`src/include/uart_params.svh`:
```
`ifndef UART_PARAMS_SVH
`define UART_PARAMS_SVH

// 8N1 character size
`define UART_DATA_BITS 8

// one bit time is baud_div clk cycles
`define UART_DIV_BITS 16

`define UART_FIFO_DEPTH 16 // default for both byte queues

`endif

```
`src/logic/uart_pkg.sv`:
```
`default_nettype none

`include "uart_params.svh"

package uart_pkg;

    // one serial character
    typedef logic [`UART_DATA_BITS-1:0] uart_byte_t;

    // receive FIFO entry, byte plus its stop-bit check
    typedef struct packed {
        uart_byte_t data;
        logic       frame_err; // stop bit was sampled low
    } uart_rx_word_t;

    typedef struct packed {
        logic tx_full;
        logic tx_empty;
        logic rx_ready;  // registered copy of rx count != 0
    } uart_status_t;

endpackage

`default_nettype wire

```
`src/logic/uart_fifo.sv`:
```
`timescale 1ns/1ps
`default_nettype none

`include "uart_params.svh"

module uart_fifo #(
    parameter type payload_t = logic [`UART_DATA_BITS-1:0],
    parameter int  DEPTH     = `UART_FIFO_DEPTH
) (
    input  wire logic                       clk,
    input  wire logic                       rst_n,
    input  wire logic                       push,
    input  wire payload_t                   wr_data,
    input  wire logic                       pop,
    output payload_t                        rd_data,
    output logic [$clog2(DEPTH+1)-1:0]      count,
    output logic                            full,
    output logic                            empty
);
    localparam int PTR_W = (DEPTH > 1) ? $clog2(DEPTH) : 1;

    payload_t          mem [DEPTH];
    logic [PTR_W-1:0]  wr_ptr;
    logic [PTR_W-1:0]  rd_ptr;
    logic              do_push;
    logic              do_pop;

    // wraps correctly for depths that are not a power of two
    function automatic logic [PTR_W-1:0] next_ptr(input logic [PTR_W-1:0] ptr);
        return (ptr == PTR_W'(DEPTH - 1)) ? '0 : ptr + 1'b1;
    endfunction

    assign full    = (count == DEPTH);
    assign empty   = (count == '0);
    assign do_push = push && !full;   // push on a full queue is lost
    assign do_pop  = pop && !empty;
    assign rd_data = mem[rd_ptr];     // head is visible without a read cycle

    always_ff @(posedge clk) begin
        if (do_push) begin
            mem[wr_ptr] <= wr_data;
        end
    end

    always_ff @(posedge clk) begin
        if (!rst_n) begin
            wr_ptr <= '0;
            rd_ptr <= '0;
            count  <= '0;
        end else begin
            if (do_push) wr_ptr <= next_ptr(wr_ptr);
            if (do_pop)  rd_ptr <= next_ptr(rd_ptr);
            case ({do_push, do_pop})
                2'b10:   count <= count + 1'b1;
                2'b01:   count <= count - 1'b1;
                default: count <= count; // both or neither leaves occupancy alone
            endcase
        end
    end

    a_count_max: assert property (@(posedge clk) disable iff (!rst_n)
        count <= DEPTH);

    // pointers only meet when the queue is empty or full
    a_ptr_count: assert property (@(posedge clk) disable iff (!rst_n)
        (wr_ptr == rd_ptr) == (empty || full));

endmodule

`default_nettype wire

```
`src/logic/uart_tx.sv`:
```
`timescale 1ns/1ps
`default_nettype none

`include "uart_params.svh"

module uart_tx (
    input  wire logic                       clk,
    input  wire logic                       rst_n,
    input  wire logic [`UART_DIV_BITS-1:0]  baud_div,
    input  wire logic                       start,
    input  wire uart_pkg::uart_byte_t       data,
    output logic                            tx_pin,
    output logic                            idle
);
    localparam int FRAME_BITS = `UART_DATA_BITS + 2;   // start + data + stop
    localparam int IDX_W      = $clog2(FRAME_BITS);
    localparam logic [IDX_W-1:0] LAST_BIT = IDX_W'(FRAME_BITS - 1);

    logic [`UART_DIV_BITS-1:0] baud_cnt;
    logic [IDX_W-1:0]          bit_idx;
    logic [FRAME_BITS-1:0]     shift_q;
    logic                      bit_end;

    assign bit_end = (baud_cnt == baud_div - 1'b1);

    // line is the low end of the shifter, ones are shifted in behind the frame
    assign tx_pin = shift_q[0];

    always_ff @(posedge clk) begin
        if (!rst_n) begin
            baud_cnt <= '0;
            bit_idx  <= '0;
            shift_q  <= '1;     // idle line high
            idle     <= 1'b1;
        end else if (idle) begin
            if (start) begin
                shift_q  <= {1'b1, data, 1'b0};
                baud_cnt <= '0;
                bit_idx  <= '0;
                idle     <= 1'b0;
            end
        end else if (bit_end) begin
            baud_cnt <= '0;
            shift_q  <= {1'b1, shift_q[FRAME_BITS-1:1]};
            if (bit_idx == LAST_BIT) begin
                idle <= 1'b1;   // stop bit has run its full time
            end else begin
                bit_idx <= bit_idx + 1'b1;
            end
        end else begin
            baud_cnt <= baud_cnt + 1'b1;
        end
    end

    // the top level must hold off while a frame is on the line
    a_start_when_idle: assert property (@(posedge clk) disable iff (!rst_n)
        start |-> idle);

    a_pin_high_idle: assert property (@(posedge clk) disable iff (!rst_n)
        idle |-> tx_pin);

endmodule

`default_nettype wire

```
`src/logic/uart_rx.sv`:
```
`timescale 1ns/1ps
`default_nettype none

`include "uart_params.svh"

module uart_rx (
    input  wire logic                       clk,
    input  wire logic                       rst_n,
    input  wire logic [`UART_DIV_BITS-1:0]  baud_div,
    input  wire logic                       rx_pin,
    output logic                            done,
    output uart_pkg::uart_rx_word_t         word
);
    import uart_pkg::*;

    localparam int IDX_W = $clog2(`UART_DATA_BITS);
    localparam logic [IDX_W-1:0] LAST_BIT = IDX_W'(`UART_DATA_BITS - 1);

    typedef enum logic [1:0] {
        ST_IDLE,
        ST_START,
        ST_DATA,
        ST_STOP
    } state_t;

    state_t                    state;
    logic [1:0]                sync_q;
    logic                      rx_s;
    logic                      rx_prev;
    logic [`UART_DIV_BITS-1:0] baud_cnt;
    logic [`UART_DIV_BITS-1:0] half_div;
    logic [IDX_W-1:0]          bit_idx;
    logic                      bit_end;
    logic                      half_end;
    logic                      sample_data;
    logic                      sample_stop;
    uart_byte_t                data_q;

    assign rx_s        = sync_q[1];
    assign half_div    = baud_div >> 1;
    assign half_end    = (baud_cnt == half_div - 1'b1);  // middle of start bit
    assign bit_end     = (baud_cnt == baud_div - 1'b1);
    assign sample_data = (state == ST_DATA) && bit_end;
    assign sample_stop = (state == ST_STOP) && bit_end;

    always_ff @(posedge clk) begin
        if (!rst_n) begin
            state    <= ST_IDLE;
            sync_q   <= 2'b11;
            rx_prev  <= 1'b1;
            baud_cnt <= '0;
            bit_idx  <= '0;
            done     <= 1'b0;
        end else begin
            sync_q  <= {sync_q[0], rx_pin};
            rx_prev <= rx_s;
            done    <= 1'b0;
            case (state)
                ST_IDLE: begin
                    if (rx_prev && !rx_s) begin  // falling edge arms the receiver
                        state    <= ST_START;
                        baud_cnt <= '0;
                    end
                end
                ST_START: begin
                    if (half_end) begin
                        baud_cnt <= '0;
                        bit_idx  <= '0;
                        // a high line here was a glitch, not a start bit
                        state    <= rx_s ? ST_IDLE : ST_DATA;
                    end else begin
                        baud_cnt <= baud_cnt + 1'b1;
                    end
                end
                ST_DATA: begin
                    if (bit_end) begin
                        baud_cnt <= '0;
                        if (bit_idx == LAST_BIT) state <= ST_STOP;
                        else bit_idx <= bit_idx + 1'b1;
                    end else begin
                        baud_cnt <= baud_cnt + 1'b1;
                    end
                end
                ST_STOP: begin
                    if (bit_end) begin
                        baud_cnt <= '0;
                        done     <= 1'b1;
                        state    <= ST_IDLE;
                    end else begin
                        baud_cnt <= baud_cnt + 1'b1;
                    end
                end
                default: state <= ST_IDLE;
            endcase
        end
    end

    // payload path, lsb arrives first
    always_ff @(posedge clk) begin
        if (sample_data) begin
            data_q <= {rx_s, data_q[`UART_DATA_BITS-1:1]};
        end
        if (sample_stop) begin
            word.data      <= data_q;
            word.frame_err <= !rx_s;   // stop bit must be high
        end
    end

    a_done_pulse: assert property (@(posedge clk) disable iff (!rst_n)
        done |=> !done);

endmodule

`default_nettype wire

```
`src/logic/uart.sv`:
```
`timescale 1ns/1ps
`default_nettype none

`include "uart_params.svh"

module uart (
    input  wire logic                       clk,
    input  wire logic                       rst_n,
    input  wire logic [`UART_DIV_BITS-1:0]  baud_div,
    input  wire logic                       tx_start,
    input  wire uart_pkg::uart_byte_t       tx_data,
    output logic                            tx_pin,
    input  wire logic                       rx_pin,
    input  wire logic                       rx_read,
    output uart_pkg::uart_rx_word_t         rx_word,
    output uart_pkg::uart_status_t          status
);
    import uart_pkg::*;

    localparam int CNT_W = $clog2(`UART_FIFO_DEPTH + 1);

    // transmit side
    logic          tx_start_q;      // toggle detector
    logic          tx_push;
    logic          tx_pop;
    logic          tx_full;
    logic          tx_empty;
    logic          tx_go;           // start pulse to the serializer
    logic          tx_idle;
    uart_byte_t    tx_head;
    uart_byte_t    tx_byte;

    // receive side
    logic          rx_read_q;
    logic          rx_pop_q;
    logic          rx_done;
    logic          rx_push;
    logic          rx_pop;
    logic          rx_full;
    logic          rx_empty;
    logic          rx_ready_q;
    uart_rx_word_t rx_new;
    uart_rx_word_t rx_head;
    logic [CNT_W-1:0] rx_count;

    assign tx_push = tx_start ^ tx_start_q;  // either edge enqueues
    // skip a cycle after each start so idle has time to drop
    assign tx_pop  = !tx_empty && tx_idle && !tx_go;
    assign rx_push = rx_done && !rx_full;    // overflow words are dropped
    assign rx_pop  = rx_pop_q && !rx_empty;

    assign status = '{tx_full: tx_full, tx_empty: tx_empty, rx_ready: rx_ready_q};

    always_ff @(posedge clk) begin
        if (!rst_n) begin
            tx_start_q <= 1'b0;
            rx_read_q  <= 1'b0;
            rx_pop_q   <= 1'b0;
            tx_go      <= 1'b0;
            rx_ready_q <= 1'b0;
            rx_word    <= '0;
        end else begin
            tx_start_q <= tx_start;
            rx_read_q  <= rx_read;
            rx_pop_q   <= rx_read ^ rx_read_q;  // registered pop strobe
            tx_go      <= tx_pop;
            rx_ready_q <= (rx_count != '0);
            if (rx_pop) rx_word <= rx_head;     // held until the next pop
        end
    end

    always_ff @(posedge clk) begin
        if (tx_pop) tx_byte <= tx_head;
    end

    uart_fifo #(
        .payload_t (uart_byte_t)
    ) i_tx_fifo (
        .clk     (clk),
        .rst_n   (rst_n),
        .push    (tx_push),
        .wr_data (tx_data),
        .pop     (tx_pop),
        .rd_data (tx_head),
        .count   (),
        .full    (tx_full),
        .empty   (tx_empty)
    );

    uart_fifo #(
        .payload_t (uart_rx_word_t)
    ) i_rx_fifo (
        .clk     (clk),
        .rst_n   (rst_n),
        .push    (rx_push),
        .wr_data (rx_new),
        .pop     (rx_pop),
        .rd_data (rx_head),
        .count   (rx_count),
        .full    (rx_full),
        .empty   (rx_empty)
    );

    uart_tx i_uart_tx (
        .clk      (clk),
        .rst_n    (rst_n),
        .baud_div (baud_div),
        .start    (tx_go),
        .data     (tx_byte),
        .tx_pin   (tx_pin),
        .idle     (tx_idle)
    );

    uart_rx i_uart_rx (
        .clk      (clk),
        .rst_n    (rst_n),
        .baud_div (baud_div),
        .rx_pin   (rx_pin),
        .done     (rx_done),
        .word     (rx_new)
    );

endmodule

`default_nettype wire

```
`config.mk`:
```
export PLATFORM = sky130hd
export DESIGN_NAME = uart
export DESIGN_NICKNAME = d
export VERILOG_FILES = /design/src/logic/uart_pkg.sv /design/src/logic/uart_fifo.sv /design/src/logic/uart_tx.sv /design/src/logic/uart_rx.sv /design/src/logic/uart.sv
export VERILOG_INCLUDE_DIRS = /design/src /design/src/include
export SDC_FILE = /design/constraint.sdc
export NUM_CORES = 1
export LEC_CHECK = 0
export CAP_MARGIN = 15
export CORE_MARGIN = 3
export CORE_UTILIZATION = 57
export DETAILED_ROUTE_END_ITERATION = 12
export DONT_BUFFER_PORTS = 1
export PLACE_DENSITY = 0.83
export SYNTH_ARGS = -nofsm -noshare
export SYNTH_HDL_FRONTEND = slang
export SYNTH_SLANG_ARGS = --single-unit
export TNS_END_PERCENT = 100
```
`constraint.sdc`:
```
create_clock -name clk -period 3.3 [get_ports clk]
set_input_delay 0.33 -clock clk [delete_from_list [all_inputs] [get_ports clk]]
set_output_delay 0.33 -clock clk [all_outputs]
set_load 0.01 [all_outputs]
```
## Word level (Yosys, flattened, before mapping)

Memories as Yosys holds them, arrays and structs flattened. A register that Yosys moved wholly into a read port is not among the register bits.
Index checks and enable logic that the tools add are counted.

- Add/subtract/negate cells: 14
- Multiply operators: 0
- Divide/modulo/power cells: 0
- $lt $le $gt $ge: 0
- Eq/ne operators: 26
- Shift operators: 0
- Mux-type cells: 40
- Bitwise logic cells: 2
- Reduce and logical (&&, ||, !) cells: 32

Operators with widths:

| cell | number |
|---|---|
| 16-bit 2-to-1 mux | 6 |
| 16-bit == test | 3 |
| 16-bit case mux with 3 select lines | 1 |
| 16-bit by 1-bit adder with 16-bit output (second input constant) | 2 |
| 4-bit 2-to-1 mux | 8 |
| 10-bit 2-to-1 mux | 3 |
| 4-bit by 1-bit adder with 4-bit output (second input constant) | 5 |
| 4-bit == test (second input constant) | 5 |
| 5-bit case mux with 2 select lines | 2 |
| 15-bit by 1-bit subtractor with 16-bit output (second input constant) | 1 |
| 16-bit by 1-bit subtractor with 16-bit output (second input constant) | 1 |
| 2-bit 2-to-1 mux | 6 |
| 1-bit logical AND | 11 |
| 5-bit by 1-bit adder with 5-bit output (second input constant) | 2 |
| 5-bit == test (second input constant) | 2 |
| 5-bit logical NOT | 2 |
| 2-bit by 1-bit != test with 1-bit output (second input constant) | 5 |
| 5-bit by 1-bit subtractor with 5-bit output (second input constant) | 2 |
| 1-bit 2-to-1 mux | 9 |
| 3-bit 2-to-1 mux | 3 |
| 2-bit == test (second input constant) | 4 |
| 2-bit case mux with 4 select lines | 1 |
| 2-bit nonzero test | 4 |
| 1-bit logical NOT | 7 |
| 13 further kinds | 19 |

- Bits in registers: 104
- Latch bits: 0
- Memory bits (writable): 272
- Memory bits (read-only): 0
- Input bits: 29
- Logic and storage cells: 140
- Memories: 2

Memories:

| name | words | bits a word | read ports | clocked after Yosys merged registers in | wr ports | line | source |
|---|---|---|---|---|---|---|---|
| i_rx_fifo.mem | 16 | 9 | 1 | 1 | 1 | uart_fifo.sv:22 | `payload_t mem [DEPTH];` |
| i_tx_fifo.mem | 16 | 8 | 1 | 1 | 1 | uart_fifo.sv:22 |  |

## Logic depth before layout (Yosys ltp)

Gate-level depths: netlist (run 1).

- Word-level depth: 7
- Mapped depth: 13

## By module

From an unflattened synthesis (run 1), not the netlist that was laid out.

- Cells, all modules: 1,273
- Area, all modules: 18,280.0 µm²

By module, submodules not included:

| module | times used | cells an instance | area an instance (µm²) | seq. area each (µm²) |
|---|---|---|---|---|
| uart_fifo (i_rx_fifo) | 1 | 321 | 6,575.1 | 4,664.5 |
| uart_fifo (i_tx_fifo) | 1 | 299 | 5,894.4 | 4,184.0 |
| uart_rx | 1 | 321 | 2,832.7 | 1,011.0 |
| uart_tx | 1 | 266 | 2,208.4 | 600.6 |
| uart | 1 | 66 | 769.5 | 520.5 |

## Worst setup path after synthesis (run 1)

No wires, ideal clock.

- Kind: input to register
- Start point: input baud_div[1]
- End point: register i_uart_tx.baud_cnt[2]
- Library setup time: 114 ps
- Arrival: 3,018 ps
- Setup slack: 168 ps
- Stages on the path: 13
- Buffers on the path: 3
- Cells stage by stage: inv_1 > ha_1 > or4b_1 > buf_2 > o21ai_0 > or4bb_1 > a2111oi_0 > nand4_1 > buf_4 > nand3_2 > buf_2 > o21ai_0 > a21o_1

- Longest elaborated chain between the ends: 4

RTL lines:

| element | line | source |
|---|---|---|
| from (decl) | uart.sv:9 | `` input wire logic [`UART_DIV_BITS-1:0] baud_div, `` |
| 16-bit by 1-bit subtractor with 16-bit output | uart_tx.sv:24 | `assign bit_end = (baud_cnt == baud_div - 1'b1);` |
| 16-bit == test | uart_tx.sv:24 |  |
| 16-bit 2-to-1 mux | uart_tx.sv:42 | `end else if (bit_end) begin` |
| 16-bit 2-to-1 mux | uart_tx.sv:35 | `end else if (idle) begin` |
| to (signal assigned) | uart_tx.sv:51 | `baud_cnt <= baud_cnt + 1'b1;` |
| to (decl) | uart_tx.sv:19 | `` logic [`UART_DIV_BITS-1:0] baud_cnt; `` |

No other way between the ends.
A chain may end at the register's enable or synchronous reset.

## Worst setup path in the final report (run 1)

- Start point: register i_rx_fifo.count[0]
- End point: register i_rx_fifo.count[4]

- Longest elaborated chain between the ends: 6
- Elaborated cells on any way between the ends: 14
- Classes of those cells: 2 x add/sub; 3 x eq/ne; 1 x mux; 8 x reduce/logical

RTL lines:

| element | line | source |
|---|---|---|
| from (decl) | uart_fifo.sv:16 | `output logic [$clog2(DEPTH+1)-1:0] count,` |
| from (signal assigned) | uart_fifo.sv:54 | `2'b10: count <= count + 1'b1;` |
| from (signal assigned) | uart_fifo.sv:55 | `2'b01: count <= count - 1'b1;` |
| from (signal assigned) | uart_fifo.sv:56 | `default: count <= count;` |
| 5-bit == test / 5-bit logical NOT (equally long branches) | uart_fifo.sv:33, uart_fifo.sv:34 |  |
| 1-bit logical NOT (on tied branches) | n/a |  |
| 1-bit logical AND (on tied branches) | uart.sv:49, uart.sv:50 |  |
| 1-bit logical AND (on tied branches) | uart_fifo.sv:35, uart_fifo.sv:36 |  |
| 2-bit by 1-bit == test with 1-bit output / 2-bit == test (equally long branches) | uart_fifo.sv:53 | `case ({do_push, do_pop})` |
| 5-bit case mux with 2 select lines / 2-bit nonzero test (equally long branches) | n/a |  |

Parallel ways exist; a longest one is shown, timed or not.

==> results of run 1 <==
==> kinds of logic (layout without fill, tap and decap cells) <==
logic type,after synthesis,after routing,synth area share [%]
flops,392,392,62.8
mux,94,94,11.7
xor+xnor,78,78,4.37
compound gates,166,166,6.25
buf+inv,108,150,2.58
fa+ha+maj,28,28,2.12
simple gates,327,327,10.2
==> path summary, 6_finish.rpt <==
path / from / end / slack (ns) / cells past startpoint
setup / recovery: i_rx_fifo.count[0]$_SDFFE_PN0P_ / i_rx_fifo.count[4]$_SDFFE_PN0P_ / 0.10 / 12
hold / removal: rst_n / i_uart_rx.bit_idx[1]$_SDFFE_PN0P_ / 0.01 / 2
setup reg to reg: i_rx_fifo.count[0]$_SDFFE_PN0P_ / i_rx_fifo.count[4]$_SDFFE_PN0P_ / 0.10 / 12
hold reg to reg: i_uart_rx.data_q[0]$_DFFE_PP_ / i_uart_rx.word[1]$_DFFE_PP_ / 0.43 / 0
==> metrics by stage <==
step	util [%]	area, sq um	setup TNS, ns
final	64.4	19100	0
after CTS	64.4	19100	0
after detailed placement	59.6	17700	0
after floorplan	-	17200	0
after global placement	59.6	17700	0
after global routing	64.4	19100	-0.0169
==> report_power, final <==
| group | total, uW | internal [uW] | leakage (uW) | switching, uW |
|---|---|---|---|---|
| logic | 1400 | 666 | 0.00221 | 739 |
| registers | 5630 | 5490 | 0.00345 | 144 |
| clock network | 4360 | 2530 | 0.000618 | 1840 |
| total | 11400 | 8680 | 0.00628 | 2720 |
==> layer usage <==
metal	up-vias	GRT usage [%]	part of all wire, %
li1	4562	-	-
met1	5153	31.2	37
met2	540	40.2	50
met3	113	4.86	9.0
met4	2	7.33	3.2
met5	-	0	0.034
==> flip-flops by register name (all words and copies together) (netlist names), 2 cells and up, named ones only <==
name / flops
i_rx_fifo.mem: 144
tx_byte: 8
rx_word: 9
i_rx_fifo.count: 5
i_uart_rx.sync_q: 2
i_rx_fifo.wr_ptr: 4
i_tx_fifo.rd_ptr: 4
i_tx_fifo.wr_ptr: 4
i_uart_tx.shift_q: 9
i_uart_tx.bit_idx: 4
i_uart_rx.baud_cnt: 16
i_tx_fifo.count: 5
i_tx_fifo.mem: 128
i_uart_tx.baud_cnt: 16
i_uart_rx.bit_idx: 3
i_rx_fifo.rd_ptr: 4
i_uart_rx.data_q: 8
i_uart_rx.word: 9
==> layout by cell type, fill, tap and decap left out, types with 15 or more instances in the layout <==
master and count:
and2_1 22, nor3_1 21, xnor2_1 45, a21oi_1 29, dfxtp_1 92, nand2_1 77, inv_1 29, o21ai_0 51
buf_4 36, edfxtp_1 297, xor2_1 28, nor2_1 56, clkbuf_16 39, nor4_1 15, nand2b_1 16, nand3_1 29
and3_1 15, mux4_2 85, nor2b_1 20, ha_1 25
==> final cells by class <==
class                      count  area share [%]
sequential                   392            56.6
tap                          390            2.55
multi-input combinational    693            31.2
clock inverter                15           0.824
timing repair buffer          52            2.46
clock buffer                  54            5.81
inverter                      29           0.569
==> repair_timing <==
action                                  in CTS  in global routing
hold buffers                                13                  0
pin swaps                                    0                  0
endpoints found under the setup margin       1                  1
gates resized for setup                      1                  4
endpoints found under the hold margin      181                  0
==> out/qor.yml, run 1 <==
hold_viol: 0
yosysWarnings: 0
post_cts_buffers: 0
synthesis.area_sq_um: 17200
io_pins: 42
clk_pin_slew_ns: 0.07
synthTopCellsByArea: "edfxtp_1 (52%), mux4_2 (11%), dfxtp_1 (11%)"
startpoint_type: "flip-flop"
nets: 1263
seq_area_sq_um: 10800
multiInputGateArea_sq_um: 5980
antenna_found_initial: 1
max-clock-path-buffers: 3
worstMarginPinSlew_ns: 0.957
clock-root-buffer: "clkbuf_16"
max_stage_delay_ns: 0.58
slowest_stage: "or4_4"
fin_crit_sh_pct: 96.8
drive_gt1_share_pct: 16.6
power_uw: 11400
slew_violations: 0
cts_sinks: 392
fin_hold_ws_ns: 0.00988
yosys.area.top_type: "edfxtp_1"
fp-row-count: 63
slew_headroom_pct: 35.9
powerDensity_nw_per_um2: 596
maxCapViolCount: 0
ys_async_sr_fraction_pct: 0
synth.most_common_cell: "edfxtp_1"
finalWorstPathRequiredPeriod_ns: 3.20
cpMostUsedCell: "inv_1"
ys_ff_latch: 392
drt-initial-drc-count: 1212
cellLeakagePower_uw: 0.00628
hold_path.class: "primary input to flip-flop"
design.core.area_sq_um: 29700
setup_ws_ns: 0.105
dr.pass1.iters: 7
cp_top_family: "simple AND/OR/NAND/NOR gates"
port_buffers: 0
fin_skew_ns: 0.0241
grt_usage_pct: 23.7
drc: 0
place.gp.congestion: 0.946
cp_max_fo: 9
cp.arrival_ns: 3.62
die_w_microns: 180
synth_seq_area_share_pct: 62.8
crit_type: "flip-flop to flip-flop"
fill_cells: 1927
critPathBufInv: 3
clock_latency_ns: 0.54
setup_viol: 0
dp_hpwl_mm: 23.6
vdd_drop_max_uv: 369
synth_cells: 1193
grt_max_degree: 54
vias_per_cell: 6.38
pre_cts_ws_ns: 0.0674
antenna_left: 0
num_vias: 10400
area_delta_synth_final_pct: 11.1
yosys-top-cells-count: "edfxtp_1 (297), dfxtp_1 (95), mux4_2 (85)"
synth_ff_type: "edfxtp_1"
final_cells: 1625
synth-edff-count: 297
overflow: 0
cts_tree: "built"
required_ns: 3.73
dieHeight_microns: 180
syn_avg_cell_area_sq_um: 14.4
htreeDepth: 2
die-area_sq_um: 32300
max_freq_ghz: 0.313
grt_pass1_wl_mm: 60.5
netlist.area_leader.share_pct: 51.8
initial_utilization_pct: 58.0
n_antenna_cell: 0
wl_per_cell_microns: 23.7
ys_types: 69
placed_cells: 1543
crit_chain: "or4_4 -> o21a_4 -> inv_1 -> ha_2 -> inv_1 -> fa_1 -> inv_1 -> a21o_1 -> a21oi_1 -> xnor2_1 -> or3_1 -> a21boi_0"
end_kind: "flip-flop"
numCtsBuffers: 38
grt_pass1_vias: 10500
routed_wl_mm: 38.4
outcome: "finished clean"
syn-num-nets: 1250
No activity file was read; power rests on OpenSTA's default activity.
==> run 2, diff against run 1 <==
- CORE_UTILIZATION: 57 -> 60
- CTS_BUF_LIST: default -> sky130_fd_sc_hd__clkbuf_8
- PLACE_DENSITY: 0.83 -> 0.87
==> out/qor.yml, run 2 (same netlist as run 1, synthesis figures left out) <==
finalWorstPathRequiredPeriod_ns: 3.15  # -0.0465 ns
rsz0062_at_grt: "false"
place.gp.congestion: 0.894  # -5.5%
htreeDepth: 2  # unchanged
required_ns: 3.81  # +0.08 ns
multiInputGateArea_sq_um: 5970  # -0.13%
nets: 1303  # +3.2%
vias_per_cell: 6.29  # -1.4%
regMostFlops: "i_rx_fifo.mem"
setup_viol: 0  # unchanged
post_cts_buffers: 0  # unchanged
cellLeakagePower_uw: 0.00642  # +2.2%
crit_type: "flip-flop to flip-flop"
maxCapViolCount: 0  # unchanged
design.core.area_sq_um: 28000  # -5.7%
worstMarginPinSlew_ns: 0.955  # -0.00186 ns
cts_sinks: 392  # unchanged
max_stage_delay_ns: 0.59  # about the same
seq_area_sq_um: 10800  # unchanged
startpoint_type: "flip-flop"
area_delta_synth_final_pct: 11.1  # about the same
largest_register_ffs: 144  # unchanged
cp_max_fo: 9  # unchanged
initial_utilization_pct: 61.5  # +3.5 points
switching_power_uw: 2700  # -0.83%
antenna_found_initial: 2  # +1
antenna_left: 0  # unchanged
dieHeight_microns: 175  # -2.4%
drc: 0  # unchanged
fin_tns_setup_ns: 0  # unchanged
seqPwrFrac_pct: 51.7  # +2.3 points
dp_hpwl_mm: 24.2  # +2.7%
io_pins: 42  # unchanged
num_vias: 10500  # +1.5%
port_buffers: 0  # unchanged
clock_latency_ns: 0.60  # +0.06 ns
wl_per_cell_microns: 22.3  # -5.6%
top_regs: "i_rx_fifo.mem (144), i_tx_fifo.mem (128)"
die-area_sq_um: 30800  # -4.8%
crit_chain: "or4_1 -> o21a_2 -> inv_1 -> ha_1 -> inv_1 -> fa_1 -> inv_1 -> a21o_1 -> a21oi_1 -> xnor2_1 -> or3_1 -> a21boi_0"
numCtsBuffers: 58  # +53%
powerDensity_nw_per_um2: 566  # -5.0%
fill_cells: 1699  # -12%
die_w_microns: 175  # -2.4%
routed_wl_mm: 37.4  # -2.8%
swShare_pct: 24.9  # +1.0 points
max_freq_ghz: 0.318  # +1.5%
pwr-share-clk_pct: 34.9  # -3.4 points
power_frac_comb_pct: 13.4  # +1.1 points
grt_usage_pct: 24.5  # +0.82 points
grt_pass1_wl_mm: 59.0  # -2.5%
fin_hold_ws_ns: 0.0554  # +0.0455 ns
slowest_stage: "or4_1"
drt-initial-drc-count: 1302  # +7.4%
final_common_cell: "edfxtp_1"
fp-row-count: 61  # -3.2%
slew_violations: 0  # unchanged
clk_pin_slew_ns: 0.07  # about the same
cp.arrival_ns: 3.66  # +0.04 ns
mostFrequentLayoutCells: "edfxtp_1 (297), dfxtp_1 (92), mux4_2 (85)"
p_int_uw: 8140  # -6.2%
fin_skew_ns: 0.0216  # -0.00251 ns
vdd_drop_max_uv: 359  # -2.7%
overflow: 0  # unchanged
max-clock-path-buffers: 3  # unchanged
hold_viol: 0  # unchanged
dr.pass1.iters: 5  # -2
hold_path.class: "primary input to flip-flop"
grt_pass1_vias: 10700  # +2.5%
drive_gt1_share_pct: 18.6  # +2.0 points
clock-root-buffer: "clkbuf_8"
fin_crit_sh_pct: 95.4  # -1.4 points
outcome: "finished clean"
slew_headroom_pct: 35.8  # -0.13 points
cpMostUsedCell: "inv_1"
end_kind: "flip-flop"
grt_max_degree: 63  # +17%
cts_tree: "built"
## run 2: cell count changes in the layout (fill, tap and decap cells not counted), sizes merged, moves of 2 or more
cell      before  now
buf           40   61
clkbuf        54   66
clkinv         9   21
clkinvlp       3    1
diode          0    2
inv           30   46
## run 2: area by class of cell
class	instances	area share, %
diodes	2	0.0261
clock buffers	66	4.75
flip-flops and latches	392	56.5
well taps	378	2.47
clock inverters	41	1.26
repair buffers	72	3.20
inverters	29	0.569
multi-input cells	693	31.2
## run 2: worst max-delay path, delay by kind of cell, from the launching register on
family | cells | cell delay (ns)
AND/OR/NAND/NOR | 2 | 0.94
AO/OA/AOI/OAI | 4 | 0.71
adder cells (fa/ha/maj) | 2 | 0.65
flip-flops | 1 | 0.34
buffers and inverters | 3 | 0.26
XOR/XNOR | 1 | 0.15
## run 2: timing repair
item / 4_1_cts / 5_1_grt
endpoints found under the setup margin: 0 / 2
hold buffers: 12 / 0
gates resized for setup: 0 / 3
hold endpoints to repair: 194 / 0
## run 2: routing by layer
layer | track usage, % | share of wire, % | vias to the layer above
met5 | 0 | 0 | -
met4 | 9.27 | 3.2 | 0
met3 | 4.99 | 9.7 | 100
met2 | 39.3 | 48 | 562
met1 | 33.7 | 39 | 5195
li1 | - | - | 4665
## run 2: stage by stage
stage | total power, uW | area [sq um] | util [%] | setup WS (ns) | instances
after floorplan | 6730 | 17200 | - | 0.168 | 1193
after global placement | 7000 | 17800 | 63.7 | -0.0190 | 1552
after detailed placement | 7080 | 17800 | 63.7 | -0.210 | 1552
after CTS | 10900 | 19100 | 68.3 | 0.127 | 1671
after global routing | 11300 | 19100 | 68.3 | 0.00335 | 1672
final | 10800 | 19100 | 68.3 | 0.151 | 1673
## run 2: worst paths after layout
path	from	to	slack, ns	depth (start not counted)
worst max-delay path	i_rx_fifo.count[0]$_SDFFE_PN0P_	i_rx_fifo.count[4]$_SDFFE_PN0P_	0.15	12
worst min-delay path	rst_n	i_uart_tx.bit_idx[1]$_SDFFE_PN0P_	0.06	2
worst max register to register	i_rx_fifo.count[0]$_SDFFE_PN0P_	i_rx_fifo.count[4]$_SDFFE_PN0P_	0.15	12
worst min register to register	i_uart_rx.data_q[0]$_DFFE_PP_	i_uart_rx.word[1]$_DFFE_PP_	0.44	0
## run 2: power by group through the flow
stage                     Combinational, uW  Clock (uW)  Sequential, uW
after global placement                 1310           0            5690
after global routing                   1570        4060            5620
after floorplan                        1070           0            5660
after detailed placement               1370           0            5700
final                                  1450        3780            5600
after CTS                              1440        3850            5600
==> run 3, diff against run 2 <==
- REMOVE_ABC_BUFFERS: default -> 1
==> out/qor.yml, run 3 (same netlist as run 1, synthesis figures left out) <==
outcome: "finished clean"
max-clock-path-buffers: 3  # unchanged
finalWorstPathRequiredPeriod_ns: 3.05  # -0.0993 ns
top_regs: "i_rx_fifo.mem (144), i_tx_fifo.mem (128)"
grt_max_degree: 63  # unchanged
numCtsBuffers: 58  # unchanged
regMostFlops: "i_rx_fifo.mem"
area_delta_synth_final_pct: 9.77
overflow: 0  # unchanged
end_kind: "flip-flop"
max_stage_delay_ns: 0.58  # about the same
dr.pass1.iters: 6  # +1
required_ns: 3.84  # +0.03 ns
htreeDepth: 2  # unchanged
cts_tree: "built"
final_common_cell: "edfxtp_1"
drc: 0  # unchanged
clk_pin_slew_ns: 0.06  # about the same
cpMostUsedCell: "inv_1"
cellLeakagePower_uw: 0.00629  # -2.1%
dieHeight_microns: 175  # unchanged
use_met2_pct: 38.5  # -0.86 points
reg2reg_slack_ns: 0.25  # +0.10 ns
cp_max_fo: 9  # unchanged
dp_hpwl_mm: 22.7  # -6.5%
port_buffers: 0  # unchanged
startpoint_type: "flip-flop"
hold_viol: 0  # unchanged
wl_per_cell_microns: 21.5  # -3.8%
fill_cells: 1776  # +4.5%
drive_gt1_share_pct: 16.6  # -2.1 points
die-area_sq_um: 30800  # unchanged
slowest_stage: "or4_1"
powerDensity_nw_per_um2: 559  # -1.2%
antenna_found_initial: 2  # unchanged
grt_busiest_layer: "met2"
worstMarginPinSlew_ns: 1.07  # +0.117 ns
grt_pass1_wl_mm: 56.6  # -4.1%
maxCapViolCount: 0  # unchanged
initial_utilization_pct: 61.5  # unchanged
cts_sinks: 392  # unchanged
nets: 1284  # -1.5%
pre_cts_ws_ns: -0.0196  # +0.190 ns
grt_pass1_vias: 10400  # -3.2%
clock_latency_ns: 0.61  # about the same
rsz0062_at_grt: "false"
crit_chain: "or4_1 -> o21a_1 -> inv_1 -> ha_1 -> inv_1 -> fa_1 -> inv_1 -> a21o_1 -> a21oi_1 -> xnor2_1 -> or3_1 -> a21boi_0"
grt_usage_pct: 23.2  # -1.3 points
max_freq_ghz: 0.328  # +3.3%
fp-row-count: 61  # unchanged
vias_per_cell: 6.20  # -1.4%
setup_viol: 0  # unchanged
setup_ws_ns: 0.250  # +0.0993 ns
met1_usage_pct: 31.7  # -2.1 points
design.core.area_sq_um: 28000  # unchanged
place.gp.congestion: 0.901  # +0.84%
seq_area_sq_um: 10800  # about the same
drt-initial-drc-count: 1160  # -11%
multiInputGateArea_sq_um: 5960  # -0.10%
clock-root-buffer: "clkbuf_8"
slew_headroom_pct: 27.9  # -7.9 points
crit_type: "flip-flop to flip-flop"
mostFrequentLayoutCells: "edfxtp_1 (297), dfxtp_1 (93), mux4_2 (85)"
io_pins: 42  # unchanged
antenna_left: 0  # unchanged
num_vias: 10300  # -2.5%
hold_path.class: "primary input to flip-flop"
cts_resized: 0  # unchanged
cp.arrival_ns: 3.59  # -0.07 ns
vdd_drop_max_uv: 533  # +49%
fin_crit_sh_pct: 92.4  # -3.0 points
routed_wl_mm: 35.5  # -4.9%
largest_register_ffs: 144  # unchanged
power_uw: 10600  # -2.4%
grt_util_met3_pct: 4.78  # -0.22 points
fin_skew_ns: 0.0372  # +0.0156 ns
slew_violations: 0  # unchanged
die_w_microns: 175  # unchanged
==> run 3: critical path: cells and delay by family, from the launching register on <==
| kind | cells | cell delay [ns] |
|---|---|---|
| xor+xnor | 1 | 0.13 |
| fa+ha+maj | 2 | 0.66 |
| flops | 1 | 0.34 |
| simple gates | 2 | 0.88 |
| compound gates | 4 | 0.67 |
| buf+inv | 3 | 0.30 |
==> run 3: per-stage QoR <==
stage | hold slack [ns] | setup TNS (ns) | instances | area, sq um | utilization (%)
finish | 0.0336 | 0 | 1654 | 18900 | 67.5
global route | 0.0218 | 0 | 1654 | 18900 | 67.5
CTS | 0.0127 | 0 | 1651 | 18900 | 67.5
detailed placement | 0.396 | -0.0218 | 1533 | 17700 | 63.2
global placement | 0.397 | 0 | 1533 | 17700 | 63.2
floorplan | 0.386 | -0.614 | 1114 | 16900 | -
==> run 3: where the power goes <==
| part | leakage (uW) | total (uW) | switching [uW] | internal (uW) |
|---|---|---|---|---|
| Sequential | 0.00345 | 5600 | 112 | 5490 |
| Combinational | 0.00222 | 1390 | 729 | 658 |
| Clock | 0.000617 | 3590 | 1790 | 1800 |
| Total | 0.00629 | 10600 | 2630 | 7950 |
==> run 3: routing by layer <==
layer | share of wire [%] | up-vias
met5 | 0 | -
met4 | 2.5 | 0
met3 | 7.1 | 93
met2 | 50 | 443
met1 | 40 | 5083
li1 | - | 4639
==> run 3: path summary, 6_finish.rpt <==
path	to	cells past startpoint	startpoint
hold reg to reg	i_uart_rx.sync_q[1]$_SDFF_PN1_	1	i_uart_rx.sync_q[0]$_SDFF_PN1_
setup / recovery	i_rx_fifo.count[4]$_SDFFE_PN0P_	12	i_rx_fifo.count[0]$_SDFFE_PN0P_
hold / removal	i_uart_rx.sync_q[0]$_SDFF_PN1_	2	rst_n
setup reg to reg	i_rx_fifo.count[4]$_SDFFE_PN0P_	12	i_rx_fifo.count[0]$_SDFFE_PN0P_
==> run 3: cell type report <==
class,count,share of cell area [%]
inverters,29,0.576
diodes,3,0.0397
clock inverters,48,1.38
flip-flops and latches,392,57.2
well taps,378,2.50
clock buffers,58,4.22
multi-input cells,693,31.5
repair buffers,53,2.51
==> run 3: timing repair <==
item                      in CTS  in global routing
buffers inserted               0                  0
hold endpoints to repair     194                  0
hold buffers                  12                  0
